<file path="src/source/mcd_host_pkg.sv">
//////////////////////////////////////////////////
// Shared widths and sequencer states for the Mega-CD
// host services, imported by each block that needs them
//////////////////////////////////////////////////

package mcd_host_pkg;

	//////////////////////////////////////////////////
	// Backup RAM and host sector buffer

	// 8 KB of byte-wide backup RAM
	localparam int BRAM_ADDR_W = 13;

	// 256 words per 512-byte sector
	localparam int BUF_ADDR_W = 8;

	// Sector number as the host sees it
	localparam int LBA_W = 32;

	//////////////////////////////////////////////////
	// CD drive frames

	localparam int CDD_STAT_W = 40;

	// Payload, data-mode flag, padding, toggle on top
	localparam int CDD_FRAME_W = 49;

	//////////////////////////////////////////////////
	// Save/load sequencer

	typedef enum logic [1:0] {
		BK_IDLE,
		// Strobe up, waiting for ack to rise
		BK_REQ,
		// Host moving the sector
		BK_XFER,
		BK_NEXT
	} bk_state_e;

endpackage

</file>
<file path="src/source/cdd_bridge.sv">
//////////////////////////////////////////////////
// CD drive message bridge, toggle-marked status in
// from the host and command frames out to it
//////////////////////////////////////////////////

module cdd_bridge #(
	parameter int REC_PULSE_CYCLES = 8
) (
	input  logic                                  clk_sys,
	input  logic                                  arst_n,
	input  logic [mcd_host_pkg::CDD_FRAME_W-1:0]  cd_out,
	input  logic                                  cdd_send,
	input  logic [mcd_host_pkg::CDD_STAT_W-1:0]   cdd_comm,
	output logic [mcd_host_pkg::CDD_FRAME_W-1:0]  cd_in,
	output logic [mcd_host_pkg::CDD_STAT_W-1:0]   cdd_stat,
	output logic                                  cdd_dm,
	output logic                                  cdd_rec
);
	import mcd_host_pkg::*;

	localparam int TOGGLE_BIT = CDD_FRAME_W - 1;
	localparam int DM_BIT     = CDD_STAT_W;
	localparam int PAD_W      = CDD_FRAME_W - CDD_STAT_W - 1;
	localparam int CNT_W      = $clog2(REC_PULSE_CYCLES + 1);

	localparam logic [CNT_W-1:0] CNT_LOAD = CNT_W'(REC_PULSE_CYCLES - 1);

	logic             toggle_last;
	logic             new_frame;
	logic [CNT_W-1:0] rec_cnt;
	logic             send_d;
	logic             send_rise;

	assign new_frame = cd_out[TOGGLE_BIT] ^ toggle_last;
	assign send_rise = cdd_send & ~send_d;

	//////////////////////////////////////////////////
	// Inbound status

	// Strobe rises with the latch and is stretched by the counter
	always_ff @(posedge clk_sys or negedge arst_n) begin
		if (!arst_n) begin
			toggle_last <= 1'b0;
			cdd_rec     <= 1'b0;
			rec_cnt     <= '0;
		end else if (new_frame) begin
			toggle_last <= cd_out[TOGGLE_BIT];
			cdd_rec     <= 1'b1;
			rec_cnt     <= CNT_LOAD;
		end else if (rec_cnt != '0) begin
			rec_cnt <= rec_cnt - 1'b1;
		end else begin
			cdd_rec <= 1'b0;
		end
	end

	always_ff @(posedge clk_sys) begin
		if (new_frame) begin
			cdd_stat <= cd_out[CDD_STAT_W-1:0];
			cdd_dm   <= cd_out[DM_BIT];
		end
	end

	//////////////////////////////////////////////////
	// Outbound commands

	always_ff @(posedge clk_sys or negedge arst_n) begin
		if (!arst_n) begin
			send_d <= 1'b0;
			cd_in  <= '0;
		end else begin
			send_d <= cdd_send;
			// Flipped toggle tells the host a new frame is waiting
			if (send_rise) begin
				cd_in <= {~cd_in[TOGGLE_BIT], {PAD_W{1'b0}}, cdd_comm};
			end
		end
	end

endmodule

</file>
<file path="config.mk">
export PLATFORM = sky130hd
export DESIGN_NAME = cdd_bridge
export DESIGN_NICKNAME = d
export VERILOG_FILES = /design/src/source/mcd_host_pkg.sv /design/src/source/cdd_bridge.sv
export SDC_FILE = /design/constraint.sdc
export NUM_CORES = 1
export LEC_CHECK = 0
export ABC_AREA = 0
export BUFFER_PORTS_ARGS = -buffer_cell sky130_fd_sc_hd__buf_2
export CAP_MARGIN = 10
export CORE_UTILIZATION = 35
export CTS_BUF_LIST = sky130_fd_sc_hd__clkbuf_8
export DETAILED_ROUTE_END_ITERATION = 7
export GPL_TIMING_DRIVEN = 0
export PLACE_DENSITY = 0.68
export SYNTH_ARGS = -nofsm -noshare
export SYNTH_HDL_FRONTEND = slang
export SYNTH_SLANG_ARGS = --single-unit
export TNS_END_PERCENT = 100
</file>
<file path="constraint.sdc">
create_clock -name clk_sys -period 1.8 [get_ports clk_sys]
set_input_delay 0.36 -clock clk_sys [delete_from_list [all_inputs] [get_ports clk_sys]]
set_output_delay 0.36 -clock clk_sys [all_outputs]
set_load 0.05 [all_outputs]
</file>
==> impl_metrics.prom <==
# TYPE chip_impl_metric gauge
chip_impl_metric{name="synthXorXnorAreaFrac",unit="%"} 0.553
chip_impl_metric{name="post-route-util",unit="%"} 50.7
chip_impl_info{name="cell_with_the_biggest_individual_delay_on_the_critical_path",value="sky130_fd_sc_hd__xnor2_1"} 1
chip_impl_metric{name="place_congestion",unit=""} 0.704
chip_impl_metric{name="cts_setup_buffers",unit=""} 0
chip_impl_metric{name="ir_worst_vdd",unit="mV"} 0.404
chip_impl_metric{name="report.power.total",unit="mW"} 5.58
chip_impl_metric{name="grt_use_met3",unit="%"} 5.25
chip_impl_info{name="mostFrequentLayoutCells",value="sky130_fd_sc_hd__buf_2 (167), sky130_fd_sc_hd__dfrtp_1 (48), sky130_fd_sc_hd__edfxtp_1 (41), sky130_fd_sc_hd__mux2_2 (37), sky130_fd_sc_hd__clkbuf_8 (9)"} 1
chip_impl_info{name="root_buffer",value="sky130_fd_sc_hd__clkbuf_8"} 1
chip_impl_metric{name="wl_per_cell",unit="µm"} 14.2
chip_impl_info{name="worst_r2r_startpoint",value="toggle_last"} 1
chip_impl_metric{name="floorplan.die.height",unit="µm"} 97.2
chip_impl_metric{name="synth-simple-area-share",unit="%"} 2.21
chip_impl_metric{name="fraction_of_the_mapped_netlist_area_in_adder_cells",unit="%"} 0.395
chip_impl_metric{name="muxShareOfSynthArea",unit="%"} 14.2
chip_impl_metric{name="post_synth_inst_count",unit=""} 166
chip_impl_metric{name="timing.critical_path.arrival",unit="ps"} 1650
chip_impl_info{name="netlist.top_cell.by_area",value="sky130_fd_sc_hd__edfxtp_1"} 1
chip_impl_metric{name="cts_inserted_buffers",unit=""} 9
chip_impl_metric{name="powerDensity",unit="nW/µm²"} 1260
chip_impl_metric{name="cts_htree_levels",unit=""} 3
chip_impl_metric{name="timing.setup.tns",unit="ps"} 0
chip_impl_info{name="worst_setup_path_start_kind",value="flop"} 1
chip_impl_info{name="ys_top_cells_by_area",value="sky130_fd_sc_hd__edfxtp_1 (39%), sky130_fd_sc_hd__dfrtp_1 (38%), sky130_fd_sc_hd__mux2_2 (13%)"} 1
chip_impl_metric{name="critical-path-max-stage-delay",unit="ps"} 540
chip_impl_metric{name="worst_slew_pin_slew",unit="ps"} 646
chip_impl_info{name="path_cells",value="xnor2_1 -> inv_4"} 1
chip_impl_metric{name="io-pin-count",unit=""} 183
chip_impl_metric{name="maxCapViolCount",unit=""} 0
chip_impl_metric{name="grt_usage",unit="%"} 14.7
chip_impl_metric{name="cts.reportedPaths.clkPinSlew",unit="ps"} 80
chip_impl_metric{name="post_route_cells_drive_above_1_share",unit="%"} 65.4
chip_impl_info{name="status",value="complete, no violations"} 1
chip_impl_metric{name="synth_compound_area_share",unit="%"} 1.50
chip_impl_metric{name="slew-limit-headroom",unit="%"} 56.6
chip_impl_metric{name="cts_buffer_depth",unit=""} 2
chip_impl_metric{name="floorplan.core_area",unit="µm²"} 8760
chip_impl_metric{name="timing.critical_path.required",unit="ps"} 1820
chip_impl_metric{name="post_synthesis_mean_instance_area",unit="µm²"} 19.1
chip_impl_metric{name="place_area",unit="µm²"} 4170
chip_impl_metric{name="dp_cells",unit=""} 448
chip_impl_metric{name="power.static_leakage",unit="nW"} 2.08
chip_impl_info{name="synth_top_family_by_area",value="multiplexers"} 1
chip_impl_metric{name="clock_skew",unit="ps"} 11.8
chip_impl_info{name="rsz_0062_raised_after_global_routing",value="no"} 1
chip_impl_metric{name="intPower",unit="mW"} 3.70
chip_impl_metric{name="vias",unit=""} 2071
chip_impl_metric{name="hold_viol",unit=""} 0
chip_impl_metric{name="hpwl",unit="µm"} 4850
chip_impl_info{name="timing.rr.end",value="cdd_stat[38]"} 1
chip_impl_metric{name="insertion_delay",unit="ps"} 350
chip_impl_info{name="path_class",value="flop to flop"} 1
chip_impl_metric{name="global_route.usage.met2",unit="%"} 23.4
chip_impl_metric{name="clkSinkCount",unit=""} 89
chip_impl_metric{name="die-width",unit="µm"} 97.2
chip_impl_metric{name="detail_route.vias_per_cell",unit=""} 4.44
chip_impl_metric{name="rr_worst_depth",unit=""} 2
chip_impl_metric{name="pwr-share-clk",unit="%"} 29.2
chip_impl_info{name="end_kind",value="flop"} 1
chip_impl_info{name="tritoncts",value="yes"} 1
chip_impl_metric{name="drt-pass1-iter-count",unit=""} 4
chip_impl_metric{name="port-buffer-count",unit=""} 167
chip_impl_metric{name="ys_types",unit=""} 25
chip_impl_metric{name="switchingPower",unit="mW"} 1.88
chip_impl_metric{name="final-setup-viol-count",unit=""} 0
chip_impl_metric{name="fmaxAchievable",unit="MHz"} 615
chip_impl_metric{name="area.growth.synth_to_final",unit="%"} 40.2
chip_impl_metric{name="synth_top_area_share",unit="%"} 38.8
chip_impl_metric{name="synth_sequential_area_ratio",unit="%"} 76.7
chip_impl_metric{name="ys_ff_latch",unit=""} 89
chip_impl_metric{name="yosys_warnings",unit=""} 0
chip_impl_metric{name="drc",unit=""} 0
chip_impl_metric{name="first_global_vias",unit=""} 2035
chip_impl_metric{name="grt_antenna_before_repair",unit=""} 0
chip_impl_metric{name="fin_crit",unit="ps"} 1630
chip_impl_metric{name="die_outline_area",unit="µm²"} 9440
chip_impl_metric{name="final_min_period_over_clock_period",unit="%"} 90.3
chip_impl_metric{name="final-instance-count-excl-fill",unit=""} 466
chip_impl_metric{name="insertedDiodeCount",unit=""} 0
chip_impl_metric{name="grt-ovfl-total",unit=""} 0
chip_impl_info{name="layout.cells.most_common",value="sky130_fd_sc_hd__buf_2"} 1
chip_impl_metric{name="routed_wirelength",unit="µm"} 6630
chip_impl_metric{name="nets",unit=""} 446
chip_impl_metric{name="comb_power_share",unit="%"} 26.0
chip_impl_metric{name="route.antenna.remaining_nets",unit=""} 0
chip_impl_info{name="critical_path_destination",value="cdd_stat[38]"} 1
chip_impl_info{name="timing.critical_path.from",value="toggle_last"} 1
chip_impl_metric{name="maxSlewViolCount",unit=""} 0
chip_impl_metric{name="grt_max_degree",unit=""} 49
chip_impl_metric{name="hold_depth",unit=""} 1
chip_impl_metric{name="setup.reg_to_reg.worst_slack",unit="ps"} 170
chip_impl_metric{name="placement_rows",unit=""} 34
chip_impl_metric{name="design_area",unit="µm²"} 4440
chip_impl_metric{name="detailedRoute.firstIterationViolations",unit=""} 70
chip_impl_metric{name="effective_utilization_at_floorplan",unit="%"} 36.2
chip_impl_metric{name="grt_first_pass_wirelength",unit="µm"} 10600
chip_impl_info{name="grt_most_used_layer",value="met2"} 1
chip_impl_metric{name="share_seq_of_total_power",unit="%"} 44.8
chip_impl_metric{name="synth.cell_area",unit="µm²"} 3170
chip_impl_metric{name="globalRouteMet1Util",unit="%"} 18.4
chip_impl_metric{name="critical_path.max_fanout",unit=""} 41
chip_impl_info{name="min_path_type",value="input port to flop"} 1
chip_impl_metric{name="sw_frac_of_total",unit="%"} 33.8
-- flip-flops by register name, summed over array words and instances, names as in the netlist --
name,count
cd_in,41
cdd_dm,1
cdd_rec,1
cdd_stat,40
rec_cnt,4
send_d,1
toggle_last,1
-- worst max-delay path, delay by kind of cell (launching register included) --
family / cells / cell delay (ps)
XOR/XNOR: 1 / 540
buffers and inverters: 1 / 370
flip-flops: 1 / 380
-- routing by layer --
layer / vias to the layer above / wire length [µm]
met1: 992 / 2770
met4: 0 / 80
met5: - / 0
li1: 953 / -
met3: 8 / 624
met2: 118 / 3150
-- worst min-delay path by stage --
stage / start / endpoint / slack (ps)
after CTS: cdd_send / send_d / 110
final: cdd_send / send_d / 130
after detailed placement: cd_in[48] / cd_in[48] / 460
after floorplan: arst_n / cd_in[0] / 60
after global routing: cdd_send / send_d / 110
after global placement: cd_in[48] / cd_in[48] / 450
-- repair_timing --
item	4_1_cts	5_1_grt
setup endpoints to repair	0	41
gates resized for setup	0	2
hold buffers	0	1
endpoints found under the hold margin	0	15
-- metrics by stage --
| step | setup WS, ps | hold WS, ps |
|---|---|---|
| 2_1_floorplan | 31.3 | 64.4 |
| 3_3_place_gp | -408 | 453 |
| 3_5_place_dp | 9.27 | 456 |
| 4_1_cts | 91.3 | 106 |
| 5_1_grt | 52.1 | 112 |
| 6_report | 175 | 133 |
-- cells in the mapped netlist (all sizes together) --
master	count
o211ai	1
nand3	1
edfxtp	41
o2111ai	1
clkbuf	1
or2b	1
nor2	1
o21bai	2
dfrtp	48
o21ai	1
inv	4
xnor2	1
or4b	1
nand4bb	2
buf	13
nor2b	1
mux2	40
nor3b	1
nand3b	1
conb	1
o2111a	1
xor2	1
ha	1
-- logic make-up (layout without fill, tap and decap cells) --
kind of cell / after synthesis / in the layout
DFF: 89 / 89
other: 1 / 8
xor gates and xnor gates: 2 / 2
buffers and inverters: 18 / 203
adders and majority gates: 1 / 1
and+or+nand+nor: 9 / 9
muxes: 40 / 40
AOI/OAI and AO/OA: 6 / 6
-- final cells by class --
class | count | area (µm²)
Fill cell | 779 | 4320
Sequential cell | 89 | 2430
Timing Repair Buffer | 169 | 866
Multi-Input combinational cell | 66 | 628
Tap cell | 108 | 135
Clock buffer | 9 | 124
Buffer | 14 | 120
Clock inverter | 7 | 119
Inverter | 4 | 17.5
-- power groups by stage --
stage               combinational [mW]  clock, mW  sequential [mW]
floorplan                        0.286          0             3.32
global placement                  1.44          0             2.53
detailed placement                1.46          0             2.54
CTS                               1.46       1.70             2.50
global route                      1.52       1.77             2.53
finish                            1.45       1.63             2.50
No activity file was read; power rests on OpenSTA's default activity.
