<file path="src/source/mcd_host_pkg.sv">
//////////////////////////////////////////////////
// Shared widths and sequencer states for the Mega-CD
// host services, imported by each block that needs them
//////////////////////////////////////////////////

package mcd_host_pkg;

	//////////////////////////////////////////////////
	// Backup RAM and host sector buffer

	// 8 KB of byte-wide backup RAM
	localparam int BRAM_ADDR_W = 13;

	// 256 words per 512-byte sector
	localparam int BUF_ADDR_W = 8;

	// Sector number as the host sees it
	localparam int LBA_W = 32;

	//////////////////////////////////////////////////
	// CD drive frames

	localparam int CDD_STAT_W = 40;

	// Payload, data-mode flag, padding, toggle on top
	localparam int CDD_FRAME_W = 49;

	//////////////////////////////////////////////////
	// Save/load sequencer

	typedef enum logic [1:0] {
		BK_IDLE,
		// Strobe up, waiting for ack to rise
		BK_REQ,
		// Host moving the sector
		BK_XFER,
		BK_NEXT
	} bk_state_e;

endpackage

</file>
<file path="src/source/bram_sync.sv">
//////////////////////////////////////////////////
// Backup RAM save/load sequencer, moves the RAM sector
// by sector to or from the mounted save image
//////////////////////////////////////////////////

module bram_sync #(
	parameter int SECTOR_COUNT = 16
) (
	input  logic                            clk_sys,
	input  logic                            arst_n,
	input  logic                            img_mounted,
	input  logic                            img_readonly,
	input  logic                            load_req,
	input  logic                            save_req,
	input  logic                            autosave,
	input  logic                            osd_open,
	input  logic                            bram_we,
	input  logic                            sd_ack,
	input  logic                            sd_buff_wr,
	output logic [mcd_host_pkg::LBA_W-1:0]  sd_lba,
	output logic                            sd_rd,
	output logic                            sd_wr,
	output logic                            host_we,
	output logic                            bk_busy,
	output logic                            bk_loading,
	output logic                            sav_pending
);
	import mcd_host_pkg::*;

	localparam logic [LBA_W-1:0] LAST_LBA = LBA_W'(SECTOR_COUNT - 1);

	bk_state_e state;
	logic      bk_ena;

	logic load_req_d;
	logic save_req_d;
	logic osd_open_d;
	logic bram_we_d;
	logic sd_ack_d;

	logic ack_rise;
	logic ack_fall;
	logic mount_load;
	logic user_load;
	logic user_save;
	logic auto_save;
	logic start_load;
	logic start;

	//////////////////////////////////////////////////
	// Trigger edges

	always_ff @(posedge clk_sys or negedge arst_n) begin
		if (!arst_n) begin
			load_req_d <= 1'b0;
			save_req_d <= 1'b0;
			osd_open_d <= 1'b0;
			bram_we_d  <= 1'b0;
			sd_ack_d   <= 1'b0;
		end else begin
			load_req_d <= load_req;
			save_req_d <= save_req;
			osd_open_d <= osd_open;
			bram_we_d  <= bram_we;
			sd_ack_d   <= sd_ack;
		end
	end

	assign ack_rise = sd_ack & ~sd_ack_d;
	assign ack_fall = ~sd_ack & sd_ack_d;

	// A writable mount loads at once, before the enable settles
	assign mount_load = img_mounted & ~img_readonly;
	assign user_load  = bk_ena & load_req & ~load_req_d;
	assign user_save  = bk_ena & save_req & ~save_req_d;
	assign auto_save  = bk_ena & autosave & osd_open & ~osd_open_d & sav_pending;
	assign start_load = mount_load | user_load;

	// Anything arriving while busy is dropped
	assign start = (state == BK_IDLE) & (start_load | user_save | auto_save);

	//////////////////////////////////////////////////
	// Image enable and change tracking

	always_ff @(posedge clk_sys or negedge arst_n) begin
		if (!arst_n) begin
			bk_ena      <= 1'b0;
			sav_pending <= 1'b0;
		end else begin
			if (img_mounted) begin
				bk_ena <= ~img_readonly;
			end
			// Console write during a save keeps the flag
			if (bram_we & ~bram_we_d) begin
				sav_pending <= 1'b1;
			end else if (start) begin
				sav_pending <= 1'b0;
			end
		end
	end

	//////////////////////////////////////////////////
	// Sector loop

	always_ff @(posedge clk_sys or negedge arst_n) begin
		if (!arst_n) begin
			state      <= BK_IDLE;
			sd_lba     <= '0;
			sd_rd      <= 1'b0;
			sd_wr      <= 1'b0;
			bk_busy    <= 1'b0;
			bk_loading <= 1'b0;
		end else begin
			case (state)
				BK_IDLE: begin
					if (start) begin
						sd_lba     <= '0;
						sd_rd      <= start_load;
						sd_wr      <= ~start_load;
						bk_busy    <= 1'b1;
						bk_loading <= start_load;
						state      <= BK_REQ;
					end
				end
				BK_REQ: begin
					// Host has taken the request
					if (ack_rise) begin
						sd_rd <= 1'b0;
						sd_wr <= 1'b0;
						state <= BK_XFER;
					end
				end
				BK_XFER: begin
					if (ack_fall) begin
						state <= BK_NEXT;
					end
				end
				BK_NEXT: begin
					if (sd_lba == LAST_LBA) begin
						bk_busy    <= 1'b0;
						bk_loading <= 1'b0;
						state      <= BK_IDLE;
					end else begin
						sd_lba <= sd_lba + 1'b1;
						sd_rd  <= bk_loading;
						sd_wr  <= ~bk_loading;
						state  <= BK_REQ;
					end
				end
				default: state <= BK_IDLE;
			endcase
		end
	end

	// Host buffer writes reach the RAM only on a load
	assign host_we = sd_buff_wr & sd_ack & bk_loading;

endmodule

</file>
<file path="config.mk">
export PLATFORM = sky130hd
export DESIGN_NAME = bram_sync
export DESIGN_NICKNAME = d
export VERILOG_FILES = /design/src/source/mcd_host_pkg.sv /design/src/source/bram_sync.sv
export SDC_FILE = /design/constraint.sdc
export NUM_CORES = 1
export LEC_CHECK = 0
export BUFFER_PORTS_ARGS = -buffer_cell sky130_fd_sc_hd__buf_2
export CAP_MARGIN = 40
export CORE_AREA = 2 2 73 75
export CTS_BUF_LIST = sky130_fd_sc_hd__clkbuf_16
export CTS_CLUSTER_SIZE = 16
export DETAILED_ROUTE_END_ITERATION = 8
export DIE_AREA = 0 0 75 77
export PLACE_DENSITY_LB_ADDON = 0.3
export SLEW_MARGIN = 10
export SYNTH_ARGS = -nofsm -noshare
export SYNTH_HDL_FRONTEND = slang
export SYNTH_SLANG_ARGS = --single-unit
</file>
<file path="constraint.sdc">
create_clock -name clk_sys -period 4.4 [get_ports clk_sys]
set_clock_uncertainty 0.05 [all_clocks]
set_input_delay 0.22 -clock clk_sys [delete_from_list [all_inputs] [get_ports clk_sys]]
set_output_delay 0.22 -clock clk_sys [all_outputs]
set_load 0.005 [all_outputs]
</file>
==> results of run 1 <==
==> power groups by stage <==
stage | logic, uW | registers [uW] | clock network, uW
after floorplan | 437 | 524 | 0
after global placement | 561 | 531 | 0
after detailed placement | 585 | 536 | 0
after CTS | 592 | 528 | 391
after global routing | 651 | 537 | 409
final | 601 | 531 | 390
==> synth_stat cells, drive strengths merged (2+ instances only) <==
library cell	n	area (um2)
dfrtp	45	1130
clkbuf	4	15.0
a41oi	4	35.0
o31ai	11	87.6
mux2	3	33.8
nand2b	5	31.3
ha	6	75.1
nor4	11	90.1
nand3b	2	15.0
o21a	2	15.0
and2	6	38.8
nor3	11	65.1
o41ai	2	17.5
buf	7	62.6
inv	10	37.5
o22ai	2	12.5
or2	4	25.0
nor2	18	72.6
a22o	4	35.0
a31oi	22	138
a21oi	5	28.8
nand3	17	90.1
nand4	14	100
and3	3	18.8
o2111a	2	22.5
a21o	4	30.0
nand2	18	67.6
a221o	4	40.0
o21ai	20	104
==> area by class of cell <==
| class | count | area [um2] |
|---|---|---|
| clock buffer | 5 | 125 |
| clock inverter | 3 | 25.0 |
| fill | 433 | 1850 |
| inverter | 10 | 37.5 |
| multi-input combinational | 213 | 1410 |
| sequential | 45 | 1130 |
| tap | 70 | 87.6 |
| timing repair buffer | 55 | 318 |
==> cells by family (layout without fill, tap and decap cells) <==
| family | count (synthesis) | after routing | synth area share, % |
|---|---|---|---|
| muxes | 3 | 3 | 1.27 |
| buffers and inverters | 21 | 73 | 4.34 |
| AOI/OAI and AO/OA | 92 | 92 | 24.9 |
| DFF | 45 | 45 | 42.5 |
| xor gates and xnor gates | 1 | 1 | 0.331 |
| adders and majority gates | 6 | 6 | 2.83 |
| and+or+nand+nor | 111 | 111 | 23.8 |
==> path summary, 6_finish.rpt <==
path,from,endpoint,slack [ns],cells after the start
max in group asynchronous,arst_n,sd_lba[18]$_DFFE_PN0P_,3.42,3
worst max-delay path,state[1]$_DFFE_PN0P_,sd_lba[27]$_DFFE_PN0P_,1.40,5
worst min register to register,bram_we_d$_DFF_PN0_,sav_pending$_DFFE_PN0P_,0.37,1
worst max register to register,state[1]$_DFFE_PN0P_,sd_lba[27]$_DFFE_PN0P_,1.40,5
min in group asynchronous,arst_n,sd_lba[3]$_DFFE_PN0P_,0.37,2
worst min-delay path,sd_ack,sd_ack_d$_DFF_PN0_,0.01,1
==> per-stage QoR <==
step | total power, uW | std cells | hold WS [ns] | setup slack (ns) | util [%]
after floorplan | 961 | 279 | -0.126 | 2.41 | -
after global placement | 1090 | 386 | 0.292 | 1.62 | 58.3
after detailed placement | 1120 | 388 | 0.167 | 1.51 | 58.8
after CTS | 1510 | 401 | 0.0201 | 1.52 | 62.8
after global routing | 1600 | 401 | 0.0202 | 1.23 | 62.8
final | 1520 | 401 | 0.0125 | 1.40 | 62.8
==> per-layer routing <==
layer / part of all wire (%) / track usage (%)
met5: 0 / 0
met4: 2.0 / 8.04
met3: 9.5 / 6.44
met2: 46 / 39.7
met1: 43 / 38.4
==> worst max-delay path, stage by stage (launching register included) <==
cell,delay [ns]
dfrtp_1,0.44
ha_1,0.71
inv_1,0.33
nor3_2,0.68
nor2_1,0.43
a31oi_1,0.27
==> registers in the layout, indices dropped and copies added, names as in the netlist <==
| register | count |
|---|---|
| bram_we_d | 1 |
| sd_lba | 32 |
| bk_loading | 1 |
| state | 2 |
| sd_rd | 1 |
| load_req_d | 1 |
| osd_open_d | 1 |
| bk_ena | 1 |
| bk_busy | 1 |
| sav_pending | 1 |
| save_req_d | 1 |
| sd_wr | 1 |
| sd_ack_d | 1 |
==> layout by cell type (no fill, tap or decap), drive strengths merged, types with 11 or more instances in the layout <==
| cell | Yosys | layout |
|---|---|---|
| a31oi | 22 | 22 |
| buf | 7 | 50 |
| dfrtp | 45 | 45 |
| inv | 10 | 12 |
| nand2 | 18 | 18 |
| nand3 | 17 | 17 |
| nand4 | 14 | 14 |
| nor2 | 18 | 18 |
| nor3 | 11 | 11 |
| nor4 | 11 | 11 |
| o21ai | 20 | 20 |
| o31ai | 11 | 11 |
==> qor.yml, run 1 <==
clocking:
  cts_hold_buf: 5
  insertion_delay_ns: 0.29
  ctsHtreeMaxLevel: 2
  cts_root_buf: "clkbuf_16"
  post_cts_buffers: 0
  cts_tree: "yes"
  clk_pin_slew_ns: 0.07
  cts.sinks: 45
  cts_resized: 0
  clk_path_buf_depth: 2
  numCtsBuffers: 5
setup_path:
  path_class: "flop to flop"
  cp_max_fo: 23
  startpoint_type: "flop"
  endpoint_kind: "flop"
  worstPathArrival_ns: 3.17
  worstPathRequired_ns: 4.56
synthesis:
  syn_area_um2: 2650
  synth_edf_count: 0
  synth_seq_cells: 45
  async_flop_share_pct: 100
  syn_inst: 279
  ys_warn_count: 0
  synthesis.nets: 296
  synth_seq_area_share_pct: 42.5
  yosysUniqueCellTypes: 55
  synth_ff_type: "dfrtp_1"
  syn_area_per_cell_um2: 9.50
timing:
  worstMarginPinSlew_ns: 0.971
  tns_ns: 0
  rsz0062_at_grt: "no"
  slew_headroom_pct: 35.1
  hold_violations: 0
  timing.final.crit_share_pct: 68.2
  final-max-slew-violation-count: 0
  timing.fmax_mhz: 333
  setup_viol: 0
  layout_min_cycle_time_ns: 3.00
floorplanning:
  initial_core_util_pct: 53.2
  core_um2: 4980
  die_y_um: 77
  chipWidth_um: 75
  io_pins: 49
  row_count: 26
  die_area_um2: 5780
power:
  pwr-share-comb_pct: 39.5
  vdd_ir_drop_max_mv: 0.423
  power.density_nw_per_um2: 487
  p_leak_uw: 0.00141
  seqPwrFrac_pct: 34.9
  power_frac_clock_pct: 25.6
  p_sw_share_pct: 41.5
  power.switching_uw: 632
  p_int_uw: 890
global_routing:
  grt_max_degree: 26
  grt_pass1_wl_um: 12100
  grt_antenna_before_repair: 0
  grt_overflow: 0
  grt_use_total_pct: 26.8
  grt_pass1_vias: 2447
final_layout:
  drive_gt1_share_pct: 23.6
  areaGrowthSynthToFinish_pct: 18.0
  final_area_um2: 3130
  antenna_cells: 0
  finish.net_count: 347
job:
  max-cap-violations: 0
placed_design:
  hpwl_um: 5060
  dpl_cell_area_um2: 2930
  port_buffers: 48
  place.gp.congestion: 0.911
route:
  totalWireLength_um: 7300
  drtAntennaViolNets: 0
  wl_per_cell_um: 18.2
  drt_iter0_markers: 348
  drc: 0
  drtPass1Iterations: 6
  viasPerCell: 6.65
  vias: 2668
hold_path:
  hold_class: "primary input to flop"
run_status:
  status: "complete, no violations"
Power figures use the tool's default switching activity.
==> inputs of run 2 (changes only) <==
Settings changed: ABC_AREA set to 1, CORE_AREA 2 2 73 75 to 2 2 79 81, DIE_AREA 0 0 75 77 to 0 0 81 83.
Clock period 4.4 ns to 2.6 ns, I/O delays scaled along.
==> run 2 against run 1 <==
Compared with the run above:
- global-route usage decreased by 4.5 points
- critical path type unchanged
- core utilization decreased by 4.6 points
- total power increased by 41%
==> qor.yml, run 2 <==
run_status:
  status: "complete, no violations"  # unchanged
floorplanning:
  chipWidth_um: 81  # was 75 um
  row_count: 28  # was 26
  initial_core_util_pct: 49.6  # was 53.2%
  die_area_um2: 6720  # was 5780 um2
  io_pins: 49  # unchanged
  die_y_um: 83  # was 77 um
  core_um2: 5820  # was 4980 um2
clocking:
  insertion_delay_ns: 0.29  # about the same
  ctsHtreeMaxLevel: 2  # unchanged
  cts_root_buf: "clkbuf_16"  # unchanged
  post_cts_buffers: 0  # unchanged
  clk_path_buf_depth: 2  # unchanged
  clk_pin_slew_ns: 0.07  # about the same
  cts_resized: 0  # unchanged
  cts_tree: "yes"  # unchanged
  cts.sinks: 45  # unchanged
  cts_hold_buf: 6  # was 5
  numCtsBuffers: 5  # unchanged
global_routing:
  grt_max_degree: 53  # was 26
  grt_pass1_wl_um: 12100  # about the same
  grt_antenna_before_repair: 0  # unchanged
  grt_pass1_vias: 2643  # was 2,447
  grt_use_total_pct: 22.3  # was 26.8%
  grt_overflow: 0  # unchanged
setup_path:
  r2r_cells: 9  # was 5
  path_cells: "ha_1, nand2_2, nor2_4, nand3_2, nor2_4, nand3_2, nand3_4, nand2_1, o21ai_1"  # was ha_1, inv_1, nor3_2, nor2_1, a31oi_1
  endpoint_kind: "flop"  # unchanged
  path_class: "flop to flop"  # unchanged
  slowest_stage: "dfrtp_1"  # was ha_1
  crit_buf_inv: 0  # was 1
  r2r_slack_ns: 0.49  # was 1.40 ns
  worstPathArrival_ns: 2.26  # was 3.17 ns
  critPathLaunch: "sd_lba[0]$_DFFE_PN0P_"  # was state[1]$_DFFE_PN0P_
  cp_max_fo: 52  # was 23
  rr_startpoint: "sd_lba[0]$_DFFE_PN0P_"  # was state[1]$_DFFE_PN0P_
  critPathTopFamily: "simple AND/OR/NAND/NOR gates"  # unchanged
  cpPeakStageDelay_ns: 0.44  # was 0.71 ns
  regToRegEndpoint: "sd_lba[11]$_DFFE_PN0P_"  # was sd_lba[27]$_DFFE_PN0P_
  startpoint_type: "flop"  # unchanged
  worstPathRequired_ns: 2.74  # was 4.56 ns
  cp-endpoint: "sd_lba[11]$_DFFE_PN0P_"  # was sd_lba[27]$_DFFE_PN0P_
  crit_cells: 9  # was 5
timing:
  rsz0062_at_grt: "no"  # unchanged
  slew_headroom_pct: 65.4  # was 35.1%
  final-max-slew-violation-count: 0  # unchanged
  timing.fmax_mhz: 473  # was 333 MHz
  timing.final.crit_share_pct: 81.2  # was 68.2%
  hold_violations: 0  # unchanged
  tns_ns: 0  # unchanged
  worstMarginPinSlew_ns: 0.520  # was 0.971 ns
  setup_viol: 0  # unchanged
  layout_min_cycle_time_ns: 2.11  # was 3.00 ns
route:
  drc: 0  # unchanged
  totalWireLength_um: 6890  # was 7300 um
  drtAntennaViolNets: 0  # unchanged
  viasPerCell: 4.98  # was 6.65
  wl_per_cell_um: 12.2  # was 18.2 um
  vias: 2804  # was 2,668
  drtPass1Iterations: 4  # was 6
  drt_iter0_markers: 147  # was 348
synthesis:
  async_flop_share_pct: 100  # unchanged
  syn_area_per_cell_um2: 6.68  # was 9.50 um2
  synth_seq_cells: 45  # unchanged
  synth.area.top_cells: "dfrtp_1, nand2_1, nor2_1"  # was dfrtp_1, a31oi_1, o21ai_0
  ys_warn_count: 0  # unchanged
  synth_ff_type: "dfrtp_1"  # unchanged
  synthesis.nets: 449  # was 296
  yosysUniqueCellTypes: 26  # was 55
  synth_edf_count: 0  # unchanged
  yosysTopAreaCell: "dfrtp_1"  # unchanged
  yosysMostFrequentCell: "nand2_1"  # was dfrtp_1
  syn_area_um2: 2880  # was 2650 um2
  synth_top_area_share_pct: 39.0  # was 42.5%
  syn_inst: 432  # was 279
  synth_seq_area_share_pct: 39.0  # was 42.5%
  synthTopCellsByCount: "nand2_1, nor2_1, dfrtp_1"  # was dfrtp_1, a31oi_1, o21ai_0
hold_path:
  hold_class: "primary input to flop"  # unchanged
power:
  power.density_nw_per_um2: 632  # was 487 nW/um2
  p_leak_uw: 0.00165  # was 0.00141 uW
  power.switching_uw: 817  # was 632 uW
  p_total_uw: 2140  # was 1520 uW
  pwr-share-comb_pct: 31.9  # was 39.5%
  p_sw_share_pct: 38.2  # was 41.5%
  power_frac_clock_pct: 29.4  # was 25.6%
  p_int_uw: 1320  # was 890 uW
  vdd_ir_drop_max_mv: 0.521  # was 0.423 mV
  seqPwrFrac_pct: 38.7  # was 34.9%
final_layout:
  largest_register_ffs: 32  # unchanged
  top_regs: "sd_lba: 32 flops, state: 2 flops"  # unchanged
  largest_register: "sd_lba"  # unchanged
  layout_common_cells: "nand2_1, nor2_1, buf_2"  # was buf_2, dfrtp_1, a31oi_1
  drive_gt1_share_pct: 15.2  # was 23.6%
  finish.net_count: 504  # was 347
  antenna_cells: 0  # unchanged
  utilization_pct: 58.3  # was 62.8%
  areaGrowthSynthToFinish_pct: 17.5  # was 18.0%
  final_common_cell: "nand2_1"  # was buf_2
  fillers: 596  # was 433
placed_design:
  place.gp.congestion: 0.923  # was 0.911
  port_buffers: 48  # unchanged
  hpwl_um: 5330  # was 5060 um
job:
  max-cap-violations: 0  # unchanged
==> run 2: cell types whose count changed after synthesis, sizes merged, moves of 6 or more <==
| cell | change |
|---|---|
| o21ai | +13 |
| nor4 | -11 |
| a31oi | -22 |
| and2 | -6 |
| nor3 | -7 |
| inv | +27 |
| nor2 | +50 |
| nand4 | -13 |
| nand2 | +151 |
| o31ai | -11 |
| nand3 | +23 |
==> run 2: metal layers <==
metal	track usage, %	vias up	part of all wire (%)
met4	4.31	0	0.48
li1	-	1467	-
met5	0	-	0
met3	3.91	2	5.1
met2	35.9	69	47
met1	31.3	1266	47
==> run 2: stage by stage <==
step           area, um2  instances  hold slack (ns)  worst slack, ns
2_1_floorplan       2880        432           -0.216            0.912
3_3_place_gp        3160        548            0.201            0.537
3_5_place_dp        3180        549           0.0650            0.496
4_1_cts             3390        563           0.0360            0.471
5_1_grt             3390        563           0.0594            0.199
6_report            3390        563           0.0356            0.488
==> run 2: how the worst min path moves through the flow <==
stage,from,end,cells after the start
CTS,img_mounted,bk_ena$_DFFE_PN0P_,4
global placement,sd_ack,sd_ack_d$_DFF_PN0_,1
finish,img_mounted,bk_ena$_DFFE_PN0P_,4
global route,img_mounted,bk_ena$_DFFE_PN0P_,4
floorplan,arst_n,bk_busy$_DFFE_PN0P_,0
detailed placement,arst_n,sd_lba[5]$_DFFE_PN0P_,1
==> run 2: final cells by class <==
class	count	area, um2	share of cell area [%]
tap	75	93.8	2.77
multi-input combinational	342	1560	45.9
clock inverter	3	21.3	0.628
inverter	37	139	4.10
timing repair buffer	56	328	9.68
clock buffer	5	125	3.69
sequential	45	1130	33.2
==> run 2: worst register-to-register path, delay by kind of cell, from the launching register on <==
family	cells	cell delay, ns
AO/OA/AOI/OAI	1	0.10
adder cells (fa/ha/maj)	1	0.24
flip-flops	1	0.44
AND/OR/NAND/NOR	7	1.19
==> run 2: logic make-up (layout without fill, tap and decap cells) <==
group,after synthesis,count (layout),share of synthesized area [%]
simple gates,291,291,42.2
flops,45,45,39.0
buf+inv,45,101,7.03
compound gates,36,36,6.42
xor+xnor,9,9,2.73
fa+ha+maj,6,6,2.60
==> run 2: power by group through the flow <==
stage	registers (uW)	logic [uW]	clock network, uW
after global placement	839	655	0
final	828	682	630
after floorplan	834	589	0
after global routing	838	790	676
after CTS	829	686	646
after detailed placement	842	674	0
==> inputs of run 3 (changes only) <==
Clock period 2.6 ns to 1.9 ns, I/O delays scaled along.
==> run 3 against run 2 <==
Compared with the run above:
- clock power rose by 81%
- worst setup slack worse by 0.36 ns
- largest power group is now combinational cells
- sequential share of layout area down 2.0 points
- sequential cell count unchanged
- wire length grew 12%
- global-route usage rose by 2.6 points
==> qor.yml, run 3 (synthesis gave the netlist of run 2 again) <==
timing:
  timing.fmax_mhz: 566  # was 473 MHz
  slew_headroom_pct: 56.5  # was 65.4%
  setup_viol: 0  # unchanged
  final-max-slew-violation-count: 0  # unchanged
  tns_ns: 0  # unchanged
  timing.final.crit_share_pct: 93.0  # was 81.2%
  hold_violations: 0  # unchanged
  worstMarginPinSlew_ns: 0.652  # was 0.520 ns
  layout_min_cycle_time_ns: 1.77  # was 2.11 ns
  rsz0062_at_grt: "yes"  # was no
  hold-worst-slack_ns: 0.0290  # was 0.0356 ns
  worst_slack_ns: 0.133  # was 0.488 ns
clocking:
  cts.sinks: 45  # unchanged
  cts_tree: "yes"  # unchanged
  clk_path_buf_depth: 2  # unchanged
  ctsHtreeMaxLevel: 2  # unchanged
  cts_root_buf: "clkbuf_16"  # unchanged
  insertion_delay_ns: 0.29  # about the same
  clk_pin_slew_ns: 0.06  # was 0.07 ns
  numCtsBuffers: 5  # unchanged
setup_path:
  worstPathArrival_ns: 1.92  # was 2.26 ns
  r2r_cells: 10  # was 9
  endpoint_kind: "flop"  # unchanged
  startpoint_type: "flop"  # unchanged
  path_class: "flop to flop"  # unchanged
  cp_max_fo: 14  # was 52
  worstPathRequired_ns: 2.06  # was 2.74 ns
placed_design:
  dp_slack_ns: 0.0958  # was 0.496 ns
  place.gp.congestion: 0.987  # was 0.923
  port_buffers: 48  # unchanged
  hpwl_um: 5780  # was 5330 um
  dpl.cell_count: 558  # was 549
final_layout:
  largest_register: "sd_lba"  # unchanged
  drive_gt1_share_pct: 19.0  # was 15.2%
  final_common_cell: "nand2_1"  # unchanged
  layout_common_cells: "nand2_1, nor2_1, buf_2"  # unchanged
  areaGrowthSynthToFinish_pct: 25.0  # was 17.5%
  finish.net_count: 516  # was 504
  stdcell_count: 575  # was 563
  largest_register_ffs: 32  # unchanged
  top_regs: "sd_lba: 32 flops, state: 2 flops"  # unchanged
  multi_input_area_um2: 1600  # was 1560 um2
  seq_area_um2: 1130  # unchanged
  fillers: 578  # was 596
  antenna_cells: 0  # unchanged
route:
  drt_iter0_markers: 191  # was 147
  drtPass1Iterations: 4  # unchanged
  viasPerCell: 5.02  # was 4.98
  drtAntennaViolNets: 0  # unchanged
  totalWireLength_um: 7730  # was 6890 um
  wl_per_cell_um: 13.4  # was 12.2 um
  drc: 0  # unchanged
  vias: 2884  # was 2,804
global_routing:
  grt_max_degree: 30  # was 53
  grt_pass1_vias: 2811  # was 2,643
  grt_use_total_pct: 24.8  # was 22.3%
  grt_antenna_before_repair: 0  # unchanged
  grt_pass1_wl_um: 13100  # was 12,100 um
  grt_overflow: 0  # unchanged
floorplanning:
  io_pins: 49  # unchanged
  die_area_um2: 6720  # unchanged
  core_um2: 5820  # unchanged
  chipWidth_um: 81  # unchanged
  row_count: 28  # unchanged
  die_y_um: 83  # unchanged
  initial_core_util_pct: 49.6  # unchanged
power:
  p_leak_uw: 0.00177  # was 0.00165 uW
  p_total_uw: 3540  # was 2140 uW
  power.density_nw_per_um2: 983  # was 632 nW/um2
  vdd_ir_drop_max_mv: 0.905  # was 0.521 mV
hold_path:
  worstHoldPathCells: 4  # unchanged
  hold_class: "primary input to flop"  # unchanged
run_status:
  status: "complete, no violations"  # unchanged
job:
  max-cap-violations: 0  # unchanged
-- run 3: changes by cell type in the layout (fill, tap and decap cells not counted), moves of 2 or more --
cell,change
nor2_2,+5
nor3_1,-2
buf_4,+9
nor3_2,+2
nor2_1,-5
bufinv_16,+2
-- run 3: repair_timing --
| action | in CTS | in global routing |
|---|---|---|
| resized for setup | 0 | 12 |
| hold endpoints to repair | 33 | 0 |
| hold buffers | 7 | 0 |
| setup endpoints to repair | 0 | 20 |
| setup buffers | 0 | 1 |
-- run 3: stage by stage --
| step | utilization (%) | area (um2) |
|---|---|---|
| 2_1_floorplan | - | 2880 |
| 3_3_place_gp | 56.1 | 3260 |
| 3_5_place_dp | 56.1 | 3260 |
| 4_1_cts | 60.6 | 3530 |
| 5_1_grt | 62.0 | 3600 |
| 6_report | 62.0 | 3600 |
-- run 3: final timing paths --
check	startpoint	endpoint	slack, ns
setup / recovery	sd_lba[1]$_DFFE_PN0P_	sd_lba[13]$_DFFE_PN0P_	0.13
hold / removal	img_readonly	bk_ena$_DFFE_PN0P_	0.03
setup reg to reg	sd_lba[1]$_DFFE_PN0P_	sd_lba[13]$_DFFE_PN0P_	0.13
hold reg to reg	bram_we_d$_DFF_PN0_	sav_pending$_DFFE_PN0P_	0.38
max in group asynchronous	arst_n	sd_lba[25]$_DFFE_PN0P_	0.90
min in group asynchronous	arst_n	sd_lba[6]$_DFFE_PN0P_	0.31
-- run 3: routing by layer --
metal / GRT usage [%] / vias to the layer above / part of all wire, %
met5: 0 / - / 0
met4: 6.32 / 0 / 1.5
met3: 3.91 / 11 / 3.4
met2: 40.3 / 59 / 48
met1: 34.3 / 1318 / 47
li1: - / 1496 / -
-- run 3: final cells by class --
cell class,count,area share [%]
clock buffer,5,3.47
clock inverter,3,1.91
inverter,37,3.85
multi-input combinational,342,44.4
sequential,45,31.2
tap,75,2.60
timing repair buffer,68,12.5
-- run 3: power by group --
group	total, uW	switching (uW)	internal [uW]
clock network	1140	383	758
logic	1280	775	505
registers	1120	71.2	1050
total	3540	1230	2310
-- run 3: critical path, stage by stage, from the launching register on --
cell	delay, ns
dfrtp_1	0.38
ha_2	0.23
nand2_4	0.07
nor2_4	0.15
nand3_2	0.11
nor2_4	0.16
nand3_4	0.10
nand3_4	0.13
buf_12	0.15
nand2_1	0.05
o21ai_1	0.10
